### config.mk
export PLATFORM = sky130hd
export DESIGN_NAME = commit_cu
export DESIGN_NICKNAME = d
export VERILOG_FILES = /design/src/rtl/csr_pkg.sv /design/src/rtl/commit_pkg.sv /design/src/rtl/commit_ctrl_out.sv /design/src/rtl/commit_cu.sv /design/src/rtl/commit_dispatch.sv /design/src/rtl/commit_fsm.sv
export VERILOG_INCLUDE_DIRS = /design/src /design/src/rtl
export SDC_FILE = /design/constraint.sdc
export NUM_CORES = 1
export LEC_CHECK = 0
export ABC_AREA = 1
export BUFFER_PORTS_ARGS = -buffer_cell sky130_fd_sc_hd__buf_2
export CORE_MARGIN = 3
export CORE_UTILIZATION = 52
export DETAILED_ROUTE_END_ITERATION = 6
export PLACE_DENSITY = 0.91
export SLEW_MARGIN = 10
export SYNTH_ARGS = -nofsm -noshare
export SYNTH_HDL_FRONTEND = slang
export SYNTH_HIERARCHICAL = 1
export SYNTH_SLANG_ARGS = --single-unit
### constraint.sdc
create_clock -name clk_i -period 4.7 [get_ports clk_i]
set_input_delay 0.94 -clock clk_i [delete_from_list [all_inputs] [get_ports clk_i]]
set_output_delay 0.94 -clock clk_i [all_outputs]
set_load 0.01 [all_outputs]
### src/rtl/commit_config.svh
// ---------------------------------------------------------------------
// commit unit configuration
// field widths and machine-mode CSR addresses
// ---------------------------------------------------------------------

`ifndef COMMIT_CONFIG_SVH_
`define COMMIT_CONFIG_SVH_

// ---------------------------------------------------------------------
// widths
// ---------------------------------------------------------------------

`define COMMIT_CSR_ADDR_LEN     12  // CSR address space
`define COMMIT_EXCEPT_CODE_LEN  4   // mcause exception code field

// ---------------------------------------------------------------------
// machine trap CSRs
// ---------------------------------------------------------------------

// machine exception pc
`define COMMIT_CSR_MEPC         12'h341
// trap cause
`define COMMIT_CSR_MCAUSE       12'h342
// faulting address or instruction
`define COMMIT_CSR_MTVAL        12'h343

`endif // COMMIT_CONFIG_SVH_

### src/rtl/csr_pkg.sv
// ---------------------------------------------------------------------
// CSR types shared by the commit unit and the CSR unit
// ---------------------------------------------------------------------

`include "commit_config.svh"

package csr_pkg;

    typedef logic [`COMMIT_CSR_ADDR_LEN-1:0] csr_addr_t;

    // RISC-V synchronous exception codes
    typedef enum logic [`COMMIT_EXCEPT_CODE_LEN-1:0] {
        E_I_ADDR_MISALIGNED   = 4'd0,
        E_I_ACCESS_FAULT      = 4'd1,
        E_ILLEGAL_INSTRUCTION = 4'd2,
        E_BREAKPOINT          = 4'd3,
        E_LD_ADDR_MISALIGNED  = 4'd4,
        E_LD_ACCESS_FAULT     = 4'd5,
        E_ST_ADDR_MISALIGNED  = 4'd6,
        E_ST_ACCESS_FAULT     = 4'd7,
        E_ENV_CALL_UMODE      = 4'd8,
        E_ENV_CALL_SMODE      = 4'd9,
        E_ENV_CALL_MMODE      = 4'd11,
        E_INSTR_PAGE_FAULT    = 4'd12,
        E_LD_PAGE_FAULT       = 4'd13,
        E_ST_PAGE_FAULT       = 4'd15
    } except_code_t;

    // retiring instruction class, for the performance counters
    typedef enum logic [2:0] {
        CSR_INSN_NONE,
        CSR_INSN_INT,
        CSR_INSN_LOAD,
        CSR_INSN_STORE,
        CSR_INSN_JUMP,
        CSR_INSN_BRANCH,
        CSR_INSN_OTHER
    } csr_comm_insn_t;

endpackage

### src/rtl/commit_pkg.sv
// ---------------------------------------------------------------------
// commit unit types
// opcodes, FSM states, data selectors and port structs
// ---------------------------------------------------------------------

package commit_pkg;

    import csr_pkg::*;

    // commit type of the ROB head entry
    typedef enum logic [3:0] {
        COMM_TYPE_NONE,
        COMM_TYPE_INT_RF,
        COMM_TYPE_LOAD,
        COMM_TYPE_STORE,
        COMM_TYPE_JUMP,
        COMM_TYPE_BRANCH,
        COMM_TYPE_CSR,
        COMM_TYPE_ECALL,
        COMM_TYPE_MRET,
        COMM_TYPE_EXCEPT
    } comm_type_t;

    typedef enum logic [4:0] {
        RESET,
        IDLE,               // waiting for a ROB entry
        COMMIT_INT_RF,
        COMMIT_LOAD,
        COMMIT_STORE,
        COMMIT_JUMP,
        COMMIT_JUMP_MIS,    // flush after jump mispredict
        COMMIT_BRANCH,
        COMMIT_BRANCH_MIS,  // flush after branch mispredict
        COMMIT_CSR,
        COMMIT_ECALL,       // pc to mepc
        INT_WRITE_CODE,     // ecall code to mcause
        COMMIT_MRET,
        MRET_LOAD_PC,       // mepc back to the front end
        COMMIT_EXCEPT,      // pc to mepc, flush
        EXCEPT_WRITE_CODE,  // exception code to mcause
        EXCEPT_SAVE_ADDR,
        EXCEPT_SAVE_INSTR,
        EXCEPT_CLEAR_MTVAL,
        EXCEPT_LOAD_PC,     // redirect to the trap handler
        CLEAR_COMM_REG,
        HALT                // dead end, only reset leaves it
    } cu_state_t;

    // rd write-back source
    typedef enum logic [1:0] {
        COMM_RD_SEL_RES,
        COMM_RD_SEL_CSR,
        COMM_RD_SEL_EXCEPT
    } comm_rd_sel_t;

    // CSR write data source
    typedef enum logic [2:0] {
        COMM_CSR_SEL_RES,
        COMM_CSR_SEL_PC,
        COMM_CSR_SEL_INT,
        COMM_CSR_SEL_EXCEPT,
        COMM_CSR_SEL_INSN,
        COMM_CSR_SEL_ZERO
    } comm_csr_sel_t;

    typedef struct packed {
        comm_type_t   comm_type;
        logic         res_ready;
        logic         mispredict;
        except_code_t except_code;
    } rob_head_t;

    typedef struct packed {
        logic          reg_en;
        logic          reg_clr;
        comm_rd_sel_t  rd_sel;
        logic          jb_instr;
        comm_csr_sel_t csr_sel;
    } comm_ctrl_t;

    typedef struct packed {
        logic           valid;
        logic           override;   // access the CSR regardless of the instruction
        csr_comm_insn_t comm_insn;
        csr_addr_t      addr;
    } csr_req_t;

    typedef struct packed {
        logic int_rs_valid;
        logic int_rf_valid;
    } rf_ctrl_t;

    typedef struct packed {
        logic fe_except_raised;
        logic ex_mis_flush;
        logic except_flush;
        logic issue_resume;
    } flush_ctrl_t;

endpackage

### src/rtl/commit_ctrl_out.sv
// ---------------------------------------------------------------------
// commit output decoder
// Moore outputs of the commit FSM
// ---------------------------------------------------------------------

`include "commit_config.svh"

module commit_ctrl_out import csr_pkg::*; import commit_pkg::*; (
    input  cu_state_t   curr_state_i,
    output logic        ready_o,
    output comm_ctrl_t  comm_ctrl_o,
    output csr_req_t    csr_req_o,
    output rf_ctrl_t    rf_ctrl_o,
    output flush_ctrl_t flush_o
);

    always_comb begin : out_dec
        // inactive defaults
        ready_o     = 1'b0;
        comm_ctrl_o = '{reg_en: 1'b0, reg_clr: 1'b0, rd_sel: COMM_RD_SEL_RES,
                        jb_instr: 1'b0, csr_sel: COMM_CSR_SEL_RES};
        csr_req_o   = '{valid: 1'b0, override: 1'b0, comm_insn: CSR_INSN_NONE,
                        addr: `COMMIT_CSR_MEPC};
        rf_ctrl_o   = '0;
        flush_o     = '0;

        case (curr_state_i)
            IDLE: begin
                ready_o            = 1'b1;
                comm_ctrl_o.reg_en = 1'b1;
            end

            // -------------------------------------------------------------
            // regular commits
            // -------------------------------------------------------------
            COMMIT_INT_RF, COMMIT_LOAD, COMMIT_STORE, COMMIT_JUMP, COMMIT_BRANCH: begin
                ready_o            = 1'b1;
                comm_ctrl_o.reg_en = 1'b1;
                case (curr_state_i)
                    COMMIT_INT_RF: csr_req_o.comm_insn = CSR_INSN_INT;
                    COMMIT_LOAD:   csr_req_o.comm_insn = CSR_INSN_LOAD;
                    COMMIT_STORE:  csr_req_o.comm_insn = CSR_INSN_STORE;
                    COMMIT_JUMP:   csr_req_o.comm_insn = CSR_INSN_JUMP;
                    default:       csr_req_o.comm_insn = CSR_INSN_BRANCH;
                endcase
                // stores and branches leave rd alone
                if (curr_state_i != COMMIT_STORE && curr_state_i != COMMIT_BRANCH) begin
                    rf_ctrl_o = '1;
                end
                comm_ctrl_o.jb_instr = (curr_state_i == COMMIT_JUMP) ||
                                       (curr_state_i == COMMIT_BRANCH);
            end
            COMMIT_JUMP_MIS, COMMIT_BRANCH_MIS: begin
                comm_ctrl_o.reg_clr  = 1'b1;     // drop the wrong-path entry
                comm_ctrl_o.jb_instr = 1'b1;
                flush_o.ex_mis_flush = 1'b1;
                flush_o.issue_resume = 1'b1;
                if (curr_state_i == COMMIT_JUMP_MIS) begin
                    rf_ctrl_o           = '1;    // link address still written
                    csr_req_o.comm_insn = CSR_INSN_JUMP;
                end else begin
                    csr_req_o.comm_insn = CSR_INSN_BRANCH;
                end
            end
            COMMIT_CSR: begin
                comm_ctrl_o.reg_en   = 1'b1;
                comm_ctrl_o.rd_sel   = COMM_RD_SEL_CSR;   // old CSR value to rd
                csr_req_o.valid      = 1'b1;
                csr_req_o.comm_insn  = CSR_INSN_OTHER;
                rf_ctrl_o            = '1;
                flush_o.issue_resume = 1'b1;
            end

            // -------------------------------------------------------------
            // trap entry and return
            // -------------------------------------------------------------
            COMMIT_ECALL, COMMIT_EXCEPT: begin
                csr_req_o.valid       = 1'b1;    // pc to mepc
                csr_req_o.override    = 1'b1;
                comm_ctrl_o.csr_sel   = COMM_CSR_SEL_PC;
                if (curr_state_i == COMMIT_ECALL) begin
                    csr_req_o.comm_insn = CSR_INSN_OTHER;
                end else begin
                    flush_o.ex_mis_flush = 1'b1;
                    flush_o.except_flush = 1'b1;
                end
            end
            INT_WRITE_CODE, EXCEPT_WRITE_CODE: begin
                csr_req_o.valid    = 1'b1;
                csr_req_o.override = 1'b1;
                csr_req_o.addr     = `COMMIT_CSR_MCAUSE;
                if (curr_state_i == INT_WRITE_CODE) begin
                    comm_ctrl_o.reg_en  = 1'b1;
                    comm_ctrl_o.csr_sel = COMM_CSR_SEL_INT;
                end else begin
                    comm_ctrl_o.csr_sel = COMM_CSR_SEL_EXCEPT;
                end
            end
            EXCEPT_SAVE_ADDR, EXCEPT_SAVE_INSTR, EXCEPT_CLEAR_MTVAL: begin
                comm_ctrl_o.reg_en = 1'b1;
                csr_req_o.valid    = 1'b1;
                csr_req_o.override = 1'b1;
                csr_req_o.addr     = `COMMIT_CSR_MTVAL;
                case (curr_state_i)
                    EXCEPT_SAVE_ADDR: begin
                        comm_ctrl_o.csr_sel = COMM_CSR_SEL_RES;   // address sits in the result
                        comm_ctrl_o.rd_sel  = COMM_RD_SEL_CSR;
                    end
                    EXCEPT_SAVE_INSTR: comm_ctrl_o.csr_sel = COMM_CSR_SEL_INSN;
                    default:           comm_ctrl_o.csr_sel = COMM_CSR_SEL_ZERO;
                endcase
            end
            EXCEPT_LOAD_PC: begin
                comm_ctrl_o.rd_sel       = COMM_RD_SEL_EXCEPT;
                flush_o.fe_except_raised = 1'b1;
                flush_o.issue_resume     = 1'b1;
            end
            CLEAR_COMM_REG: comm_ctrl_o.reg_clr = 1'b1;
            COMMIT_MRET, MRET_LOAD_PC: begin
                csr_req_o.override  = 1'b1;      // read mepc
                comm_ctrl_o.csr_sel = COMM_CSR_SEL_ZERO;
                if (curr_state_i == COMMIT_MRET) begin
                    comm_ctrl_o.reg_en   = 1'b1;
                    csr_req_o.comm_insn  = CSR_INSN_OTHER;
                    flush_o.ex_mis_flush = 1'b1;
                    flush_o.except_flush = 1'b1;
                end else begin
                    flush_o.fe_except_raised = 1'b1;
                    flush_o.issue_resume     = 1'b1;
                end
            end
            default: ;   // RESET and HALT keep everything off
        endcase
    end

endmodule

### src/rtl/commit_cu.sv
// ---------------------------------------------------------------------
// commit control unit
// retires the ROB head entry, handles flushes and trap sequences
// ---------------------------------------------------------------------

module commit_cu import commit_pkg::*; (
    input  logic        clk_i,
    input  logic        rst_n_i,
    // reorder buffer
    input  logic        valid_i,
    input  rob_head_t   rob_head_i,
    output logic        ready_o,
    // front end
    input  logic        fe_ready_i,
    // datapath, CSR unit, register file, flush
    output comm_ctrl_t  comm_ctrl_o,
    output csr_req_t    csr_req_o,
    output rf_ctrl_t    rf_ctrl_o,
    output flush_ctrl_t flush_o
);

    cu_state_t v_next_state;    // state started by a valid entry
    cu_state_t curr_state;

    commit_dispatch u_dispatch (
        .rob_head_i     (rob_head_i),
        .v_next_state_o (v_next_state)
    );

    commit_fsm u_fsm (
        .clk_i          (clk_i),
        .rst_n_i        (rst_n_i),
        .valid_i        (valid_i),
        .v_next_state_i (v_next_state),
        .except_code_i  (rob_head_i.except_code),
        .fe_ready_i     (fe_ready_i),
        .curr_state_o   (curr_state)
    );

    commit_ctrl_out u_ctrl_out (
        .curr_state_i   (curr_state),
        .ready_o        (ready_o),
        .comm_ctrl_o    (comm_ctrl_o),
        .csr_req_o      (csr_req_o),
        .rf_ctrl_o      (rf_ctrl_o),
        .flush_o        (flush_o)
    );

endmodule

### src/rtl/commit_dispatch.sv
// ---------------------------------------------------------------------
// commit dispatch
// maps the ROB head entry to the commit state it starts
// ---------------------------------------------------------------------

module commit_dispatch import commit_pkg::*; (
    input  rob_head_t rob_head_i,
    output cu_state_t v_next_state_o
);

    always_comb begin : dispatch_dec
        case (rob_head_i.comm_type)
            COMM_TYPE_NONE:   v_next_state_o = IDLE;
            // register writers must have their result
            COMM_TYPE_INT_RF: v_next_state_o = rob_head_i.res_ready ? COMMIT_INT_RF : HALT;
            COMM_TYPE_LOAD:   v_next_state_o = rob_head_i.res_ready ? COMMIT_LOAD : HALT;
            COMM_TYPE_STORE:  v_next_state_o = rob_head_i.res_ready ? COMMIT_STORE : HALT;
            COMM_TYPE_JUMP: begin
                if (rob_head_i.mispredict) begin
                    v_next_state_o = COMMIT_JUMP_MIS;
                end else begin
                    v_next_state_o = COMMIT_JUMP;
                end
            end
            COMM_TYPE_BRANCH: begin
                if (rob_head_i.mispredict) begin
                    v_next_state_o = COMMIT_BRANCH_MIS;
                end else begin
                    v_next_state_o = COMMIT_BRANCH;
                end
            end
            COMM_TYPE_CSR:    v_next_state_o = COMMIT_CSR;
            COMM_TYPE_ECALL:  v_next_state_o = COMMIT_ECALL;
            COMM_TYPE_MRET:   v_next_state_o = COMMIT_MRET;
            COMM_TYPE_EXCEPT: v_next_state_o = COMMIT_EXCEPT;
            default:          v_next_state_o = RESET;   // unknown type
        endcase
    end

endmodule

### src/rtl/commit_fsm.sv
// ---------------------------------------------------------------------
// commit FSM
// state register and progression, including the trap sequences
// ---------------------------------------------------------------------

module commit_fsm import csr_pkg::*; import commit_pkg::*; (
    input  logic         clk_i,
    input  logic         rst_n_i,
    input  logic         valid_i,
    input  cu_state_t    v_next_state_i,
    input  except_code_t except_code_i,
    input  logic         fe_ready_i,
    output cu_state_t    curr_state_o
);

    cu_state_t curr_state;
    cu_state_t next_state;

    // -----------------------------------------------------------------
    // state progression
    // -----------------------------------------------------------------

    always_comb begin : fsm_next
        case (curr_state)
            RESET: next_state = IDLE;
            // single-cycle commits chain back to back
            IDLE, COMMIT_INT_RF, COMMIT_LOAD, COMMIT_STORE, COMMIT_JUMP,
            COMMIT_BRANCH: begin
                next_state = valid_i ? v_next_state_i : IDLE;
            end
            COMMIT_JUMP_MIS, COMMIT_BRANCH_MIS, COMMIT_CSR: next_state = IDLE;
            COMMIT_ECALL:   next_state = INT_WRITE_CODE;
            INT_WRITE_CODE: next_state = EXCEPT_LOAD_PC;
            COMMIT_MRET:    next_state = MRET_LOAD_PC;
            MRET_LOAD_PC:   next_state = fe_ready_i ? IDLE : MRET_LOAD_PC;
            COMMIT_EXCEPT:  next_state = EXCEPT_WRITE_CODE;
            EXCEPT_WRITE_CODE: begin
                // mtval content depends on the cause
                case (except_code_i)
                    E_I_ADDR_MISALIGNED,
                    E_I_ACCESS_FAULT,
                    E_BREAKPOINT,
                    E_LD_ADDR_MISALIGNED,
                    E_LD_ACCESS_FAULT,
                    E_ST_ADDR_MISALIGNED,
                    E_ST_ACCESS_FAULT,
                    E_INSTR_PAGE_FAULT,
                    E_LD_PAGE_FAULT,
                    E_ST_PAGE_FAULT:       next_state = EXCEPT_SAVE_ADDR;
                    E_ILLEGAL_INSTRUCTION: next_state = EXCEPT_SAVE_INSTR;
                    default:               next_state = EXCEPT_CLEAR_MTVAL;
                endcase
            end
            EXCEPT_SAVE_ADDR,
            EXCEPT_SAVE_INSTR,
            EXCEPT_CLEAR_MTVAL: next_state = EXCEPT_LOAD_PC;
            // hold until the front end takes the handler pc
            EXCEPT_LOAD_PC: next_state = fe_ready_i ? CLEAR_COMM_REG : EXCEPT_LOAD_PC;
            CLEAR_COMM_REG: next_state = IDLE;
            HALT:           next_state = HALT;
            default:        next_state = RESET;
        endcase
    end

    // -----------------------------------------------------------------
    // state register
    // -----------------------------------------------------------------

    always_ff @(posedge clk_i or negedge rst_n_i) begin : fsm_reg
        if (!rst_n_i) begin
            curr_state <= RESET;
        end else begin
            curr_state <= next_state;
        end
    end

    assign curr_state_o = curr_state;

endmodule

# Yosys cells after proc, flatten, opt, wreduce, memory -nomap -nowiden
# Memories as Yosys holds them, arrays and structs flattened.
# Cells that the tools add are included.
dict set report totals {
  register_bits 5
  mem_bits_ro 32
  inputBits 14
  out_inout_bits 32
  memories 1
}
# name words word_bits read_ports rd_clocked_by_memory_dff wr line_no
set mem_list {}
lappend mem_list {{(name not given)} 16 2 1 0 0 commit_fsm.sv:39} ;# case (except_code_i)
dict set report op_classes {
  n_eq_ne 32
  mux 39
  reduce_logical 18
}
# cell n
set op_table {}
lappend op_table {{one-hot mux 5 bit (10 select lines)} 2}
lappend op_table {{== test 5 x 4 -> 1 bit (second input constant)} 8}
lappend op_table {{== test 5 bit (second input constant)} 6}
lappend op_table {{one-hot mux 3 bit (4 select lines)} 2}
lappend op_table {{== test 5 x 3 -> 1 bit (second input constant)} 4}
lappend op_table {{two-way mux 5 bit} 4}
lappend op_table {{== test 4 x 3 -> 1 bit (second input constant)} 4}
lappend op_table {{one-hot mux 3 bit (5 select lines)} 1}
lappend op_table {{one-hot mux 2 bit (3 select lines)} 2}
lappend op_table {{== test 5 x 2 -> 1 bit (second input constant)} 2}
lappend op_table {{two-way mux 1 bit} 10}
lappend op_table {{two-way mux 2 bit} 5}
lappend op_table {{inequality test 5 x 3 -> 1 bit (second input constant)} 2}
lappend op_table {{OR reduction 10 bit} 1}
lappend op_table {{OR reduction 5 bit} 2}
lappend op_table {{two-way mux 3 bit} 3}
lappend op_table {{OR reduction 9 bit} 1}
lappend op_table {{== test 4 x 2 -> 1 bit (second input constant)} 2}
lappend op_table {{== test 4 bit (second input constant)} 2}
lappend op_table {{two-way mux 4 bit} 2}
lappend op_table {{one-hot mux 1 bit (2 select lines)} 4}
lappend op_table {{OR reduction 2 bit} 4}
lappend op_table {{OR reduction 4 bit} 2}
lappend op_table {{OR reduction 8 bit} 1}
lappend op_table {{11 further kinds} 13}

# Depth between registers and ports, before layout
dict set report logic_depth {
  ltp_word 4
  ltp_mapped 9
  depth_no_buf 9
}

# Cells and area by module
# The synthesis kept the hierarchy.
# module instances cells_each area_per_inst_um2 seq_area_each_um2
set modules_own_cells {}
lappend modules_own_cells {commit_fsm 1 79 479.2 125.1}
lappend modules_own_cells {commit_ctrl_out 1 103 476.7 0.0}
lappend modules_own_cells {commit_dispatch 1 38 178.9 0.0}

# Worst setup path before layout
# Ideal clock, no wire load.
dict set report synth_path {
  path_kind {register -> output}
  startpoint {reg u_fsm.curr_state[0], in the netlist u_fsm/curr_state_o[0]}
  endpoint {out rf_ctrl_o[1] (netlist bit)}
  arrival_ns 1.349
  t_required_ns 3.760
  slack_ns 2.411
  path_stages_with_launch 8
  path_buffers 1
  path_cell_list {dfrtp_1 inv_1 nor2_1 nand3_1 inv_1 a21oi_1 nand2_1 buf_4}
}
# element line_no
set synth_lines {}
lappend synth_lines {{start: declaration} commit_fsm.sv:16} ;# cu_state_t curr_state;
lappend synth_lines {{start signal: assignment} commit_fsm.sv:73} ;# curr_state <= next_state;
lappend synth_lines {{end: declaration} commit_cu.sv:18} ;# output rf_ctrl_t rf_ctrl_o,

==> flow_metrics.py <==
metrics = {
    "floorplan": {
        "start_util": 0.561,
        "core_area_mm2": 0.00202,
        "die_w_um": 52.7,
        "dieArea_mm2": 0.00278,
        "fp-row-count": 16,
        "die_y_um": 52.7,
        "ios": 46,
    },
    "detailed_routing": {
        "avgRoutedWirePerCell_um": 10.0,
        "dr.pass1.iters": 4,
        "drc": 0,
        "vias_per_cell": 5.06,
        "routed_wl_um": 2820,
        "initialDrtViolationCount": 42,
        "route.vias.total": 1426,
        "antenna_left": 0,
    },
    "final_layout": {
        "n_fill_cell": 210,
        "syn_to_final_growth_pct": 15.8,
        "largest_register_ffs": 5,
        "drive_gt1_frac": 0.243,
        "antenna_cells": 0,
        "final_area_mm2": 0.00131,
        "layout.nets": 270,
    },
    "global_route": {
        "antenna_found_initial": 0,
        "grt_use_total": 0.214,
        "grt_pass1_vias": 1167,
        "grt_start_max_net_pins": 14,
        "grt-ovfl-total": 0,
        "grt_pass1_wl_um": 4680,
    },
    "pwr": {
        "p_leak_nw": 0.868,
        "ir_drop_v": 0.000308,
        "power.total_mw": 0.691,
        "cellPowerDensity_mw_per_mm2": 526,
    },
    "sta": {
        "setup_tns_ps": 0,
        "report.final.slew_viol_count": 0,
        "final-setup-viol-count": 0,
        "period_needed_ps": 2850,
        "rsz0062_at_grt": "false",
        "fin_skew_ps": 14.7,
        "min_period_over_period": 0.607,
        "max_freq_mhz": 351,
        "hold_viol_final": 0,
    },
    "logic_synthesis": {
        "synth_top_area_cell": "nand2_1",
        "syn_inst": 220,
        "synth-seq-cells": 5,
        "synth_flop_cell": "dfrtp_1",
        "synth_area_mm2": 0.00113,
        "yosys.area.top_type_share": 0.232,
        "synthArstFlopShare": 1.00,
        "synthTopCellsByArea": "nand2_1, nor2_1, dfrtp_1, nand3_1, inv_1",
        "ys_types": 28,
        "yosys_warnings": 6,
        "synth_edf_count": 0,
        "ys_seq_area_frac": 0.110,
        "postSynthAreaPerCell_um2": 5.16,
    },
    "clocking": {
        "cts_made_buffers": 3,
        "cts_setup_buffers": 0,
        "cts_hold_buf": 0,
        "clock-sinks": 5,
        "clk_pin_slew_ps": 60,
        "clock_latency_ps": 260,
        "cts_tree": "done",
        "cts_max_path_buffers": 2,
        "cts_resized": 0,
        "htree_num_levels": 1,
        "root_buffer": "clkbuf_4",
    },
    "placement": {
        "gp_congestion": 0.949,
        "portBuffers": 35,
        "placed_area_mm2": 0.00129,
        "dpl.hpwl_um": 2310,
    },
    "worst_setup_path": {
        "cp_data_required_time_ps": 3760,
        "crit_fanout": 11,
        "cp_data_arrival_time_ps": 1910,
        "critPathCaptureType": "output port",
        "worstSetupPathType": "flop to output port",
        "cp-start-kind": "flop",
    },
    "min_path": {
        "hp-class": "input port to async pin",
    },
    "job": {
        "maxCapViolCount": 0,
    },
    "status": {
        "status": "completed",
    },
}
[cell families after synthesis]
logic type	Yosys count	synth area share
and+or+nand+nor	154	0.623
other	2	0.00662
buffers and inverters	45	0.189
DFF	5	0.110
AOI/OAI and AO/OA	14	0.0717
[area by class of cell]
type                            instances  area (µm²)  share of cell area
Inverter                               33         126              0.0962
Multi-Input combinational cell        178         826               0.629
Clock inverter                          1        5.00             0.00381
Sequential cell                         5         125              0.0952
Tap cell                               27        33.8              0.0257
Clock buffer                            3        22.5              0.0171
Timing Repair Buffer                   35         175               0.133
[per-layer routing]
metal	up-vias	global-route usage	part of all wire
met4	0	0.0426	0.0089
met3	4	0.0427	0.087
met1	622	0.296	0.45
met2	56	0.341	0.46
li1	744	-	-
met5	-	0	0
[final timing paths]
path	to	slack [ps]	startpoint	depth (start not counted)
worst max-delay path	csr_req_o[16]	1850	u_fsm/curr_state_o[4]$_DFF_PN0_	8
worst min-delay path	u_fsm/curr_state_o[0]$_DFF_PN0_	490	rst_n_i	1
worst max register to register	u_fsm/curr_state_o[0]$_DFF_PN0_	3270	u_fsm/curr_state_o[0]$_DFF_PN0_	8
worst min register to register	u_fsm/curr_state_o[3]$_DFF_PN0_	850	u_fsm/curr_state_o[2]$_DFF_PN0_	3
max in group asynchronous	u_fsm/curr_state_o[1]$_DFF_PN0_	4060	rst_n_i	1
min in group clk_i	u_fsm/curr_state_o[3]$_DFF_PN0_	850	u_fsm/curr_state_o[2]$_DFF_PN0_	3
[cells in the final DEF (no fill, tap or decap), types with 2 or more instances in the layout]
cell type	n
nor2_1	35
clkbuf_4	3
nand3_1	21
nand2_1	70
o211ai_1	2
conb_1	10
buf_2	35
nand3b_1	2
o21ai_0	3
nor2_2	6
nand2_4	2
nor2_4	2
clkinv_1	2
a21oi_1	6
dfrtp_1	5
inv_2	5
inv_1	25
nand4_1	7
nand3_2	2
nand2_2	3
[where the power goes]
group	switching, mW	total, mW	leakage, nW	internal [mW]
sequential	0.0590	0.119	0.0648	0.0602
combinational	0.335	0.517	0.785	0.182
clock	0.0236	0.0548	0.0177	0.0312
total	0.418	0.691	0.868	0.273
[cell usage after synthesis (3+ instances only)]
| master | n |
|---|---|
| dfrtp_1 | 5 |
| nor2_2 | 6 |
| o21ai_0 | 3 |
| nand3_1 | 21 |
| inv_2 | 5 |
| buf_4 | 11 |
| inv_1 | 25 |
| a21oi_1 | 6 |
| nand2_2 | 3 |
| nand2_1 | 70 |
| nand4_1 | 7 |
| nor2_1 | 35 |
[worst max-delay path, cell delays in order, from the launching register on]
cell     delay (ps)
dfrtp_1         570
inv_1           260
nand3_1         290
inv_1           100
nand2_1         100
nand2_1          60
nor2_1           90
nand2_1          50
buf_2           130
[stage by stage]
stage	setup WS [ps]	hold WS [ps]	utilization	cells
final	1850	485	0.650	282
after global routing	1620	485	0.650	282
after CTS	1880	487	0.650	282
after detailed placement	2170	765	0.636	278
after global placement	2170	764	0.636	278
after floorplan	2410	644	-	228
Power figures use the tool's default switching activity.
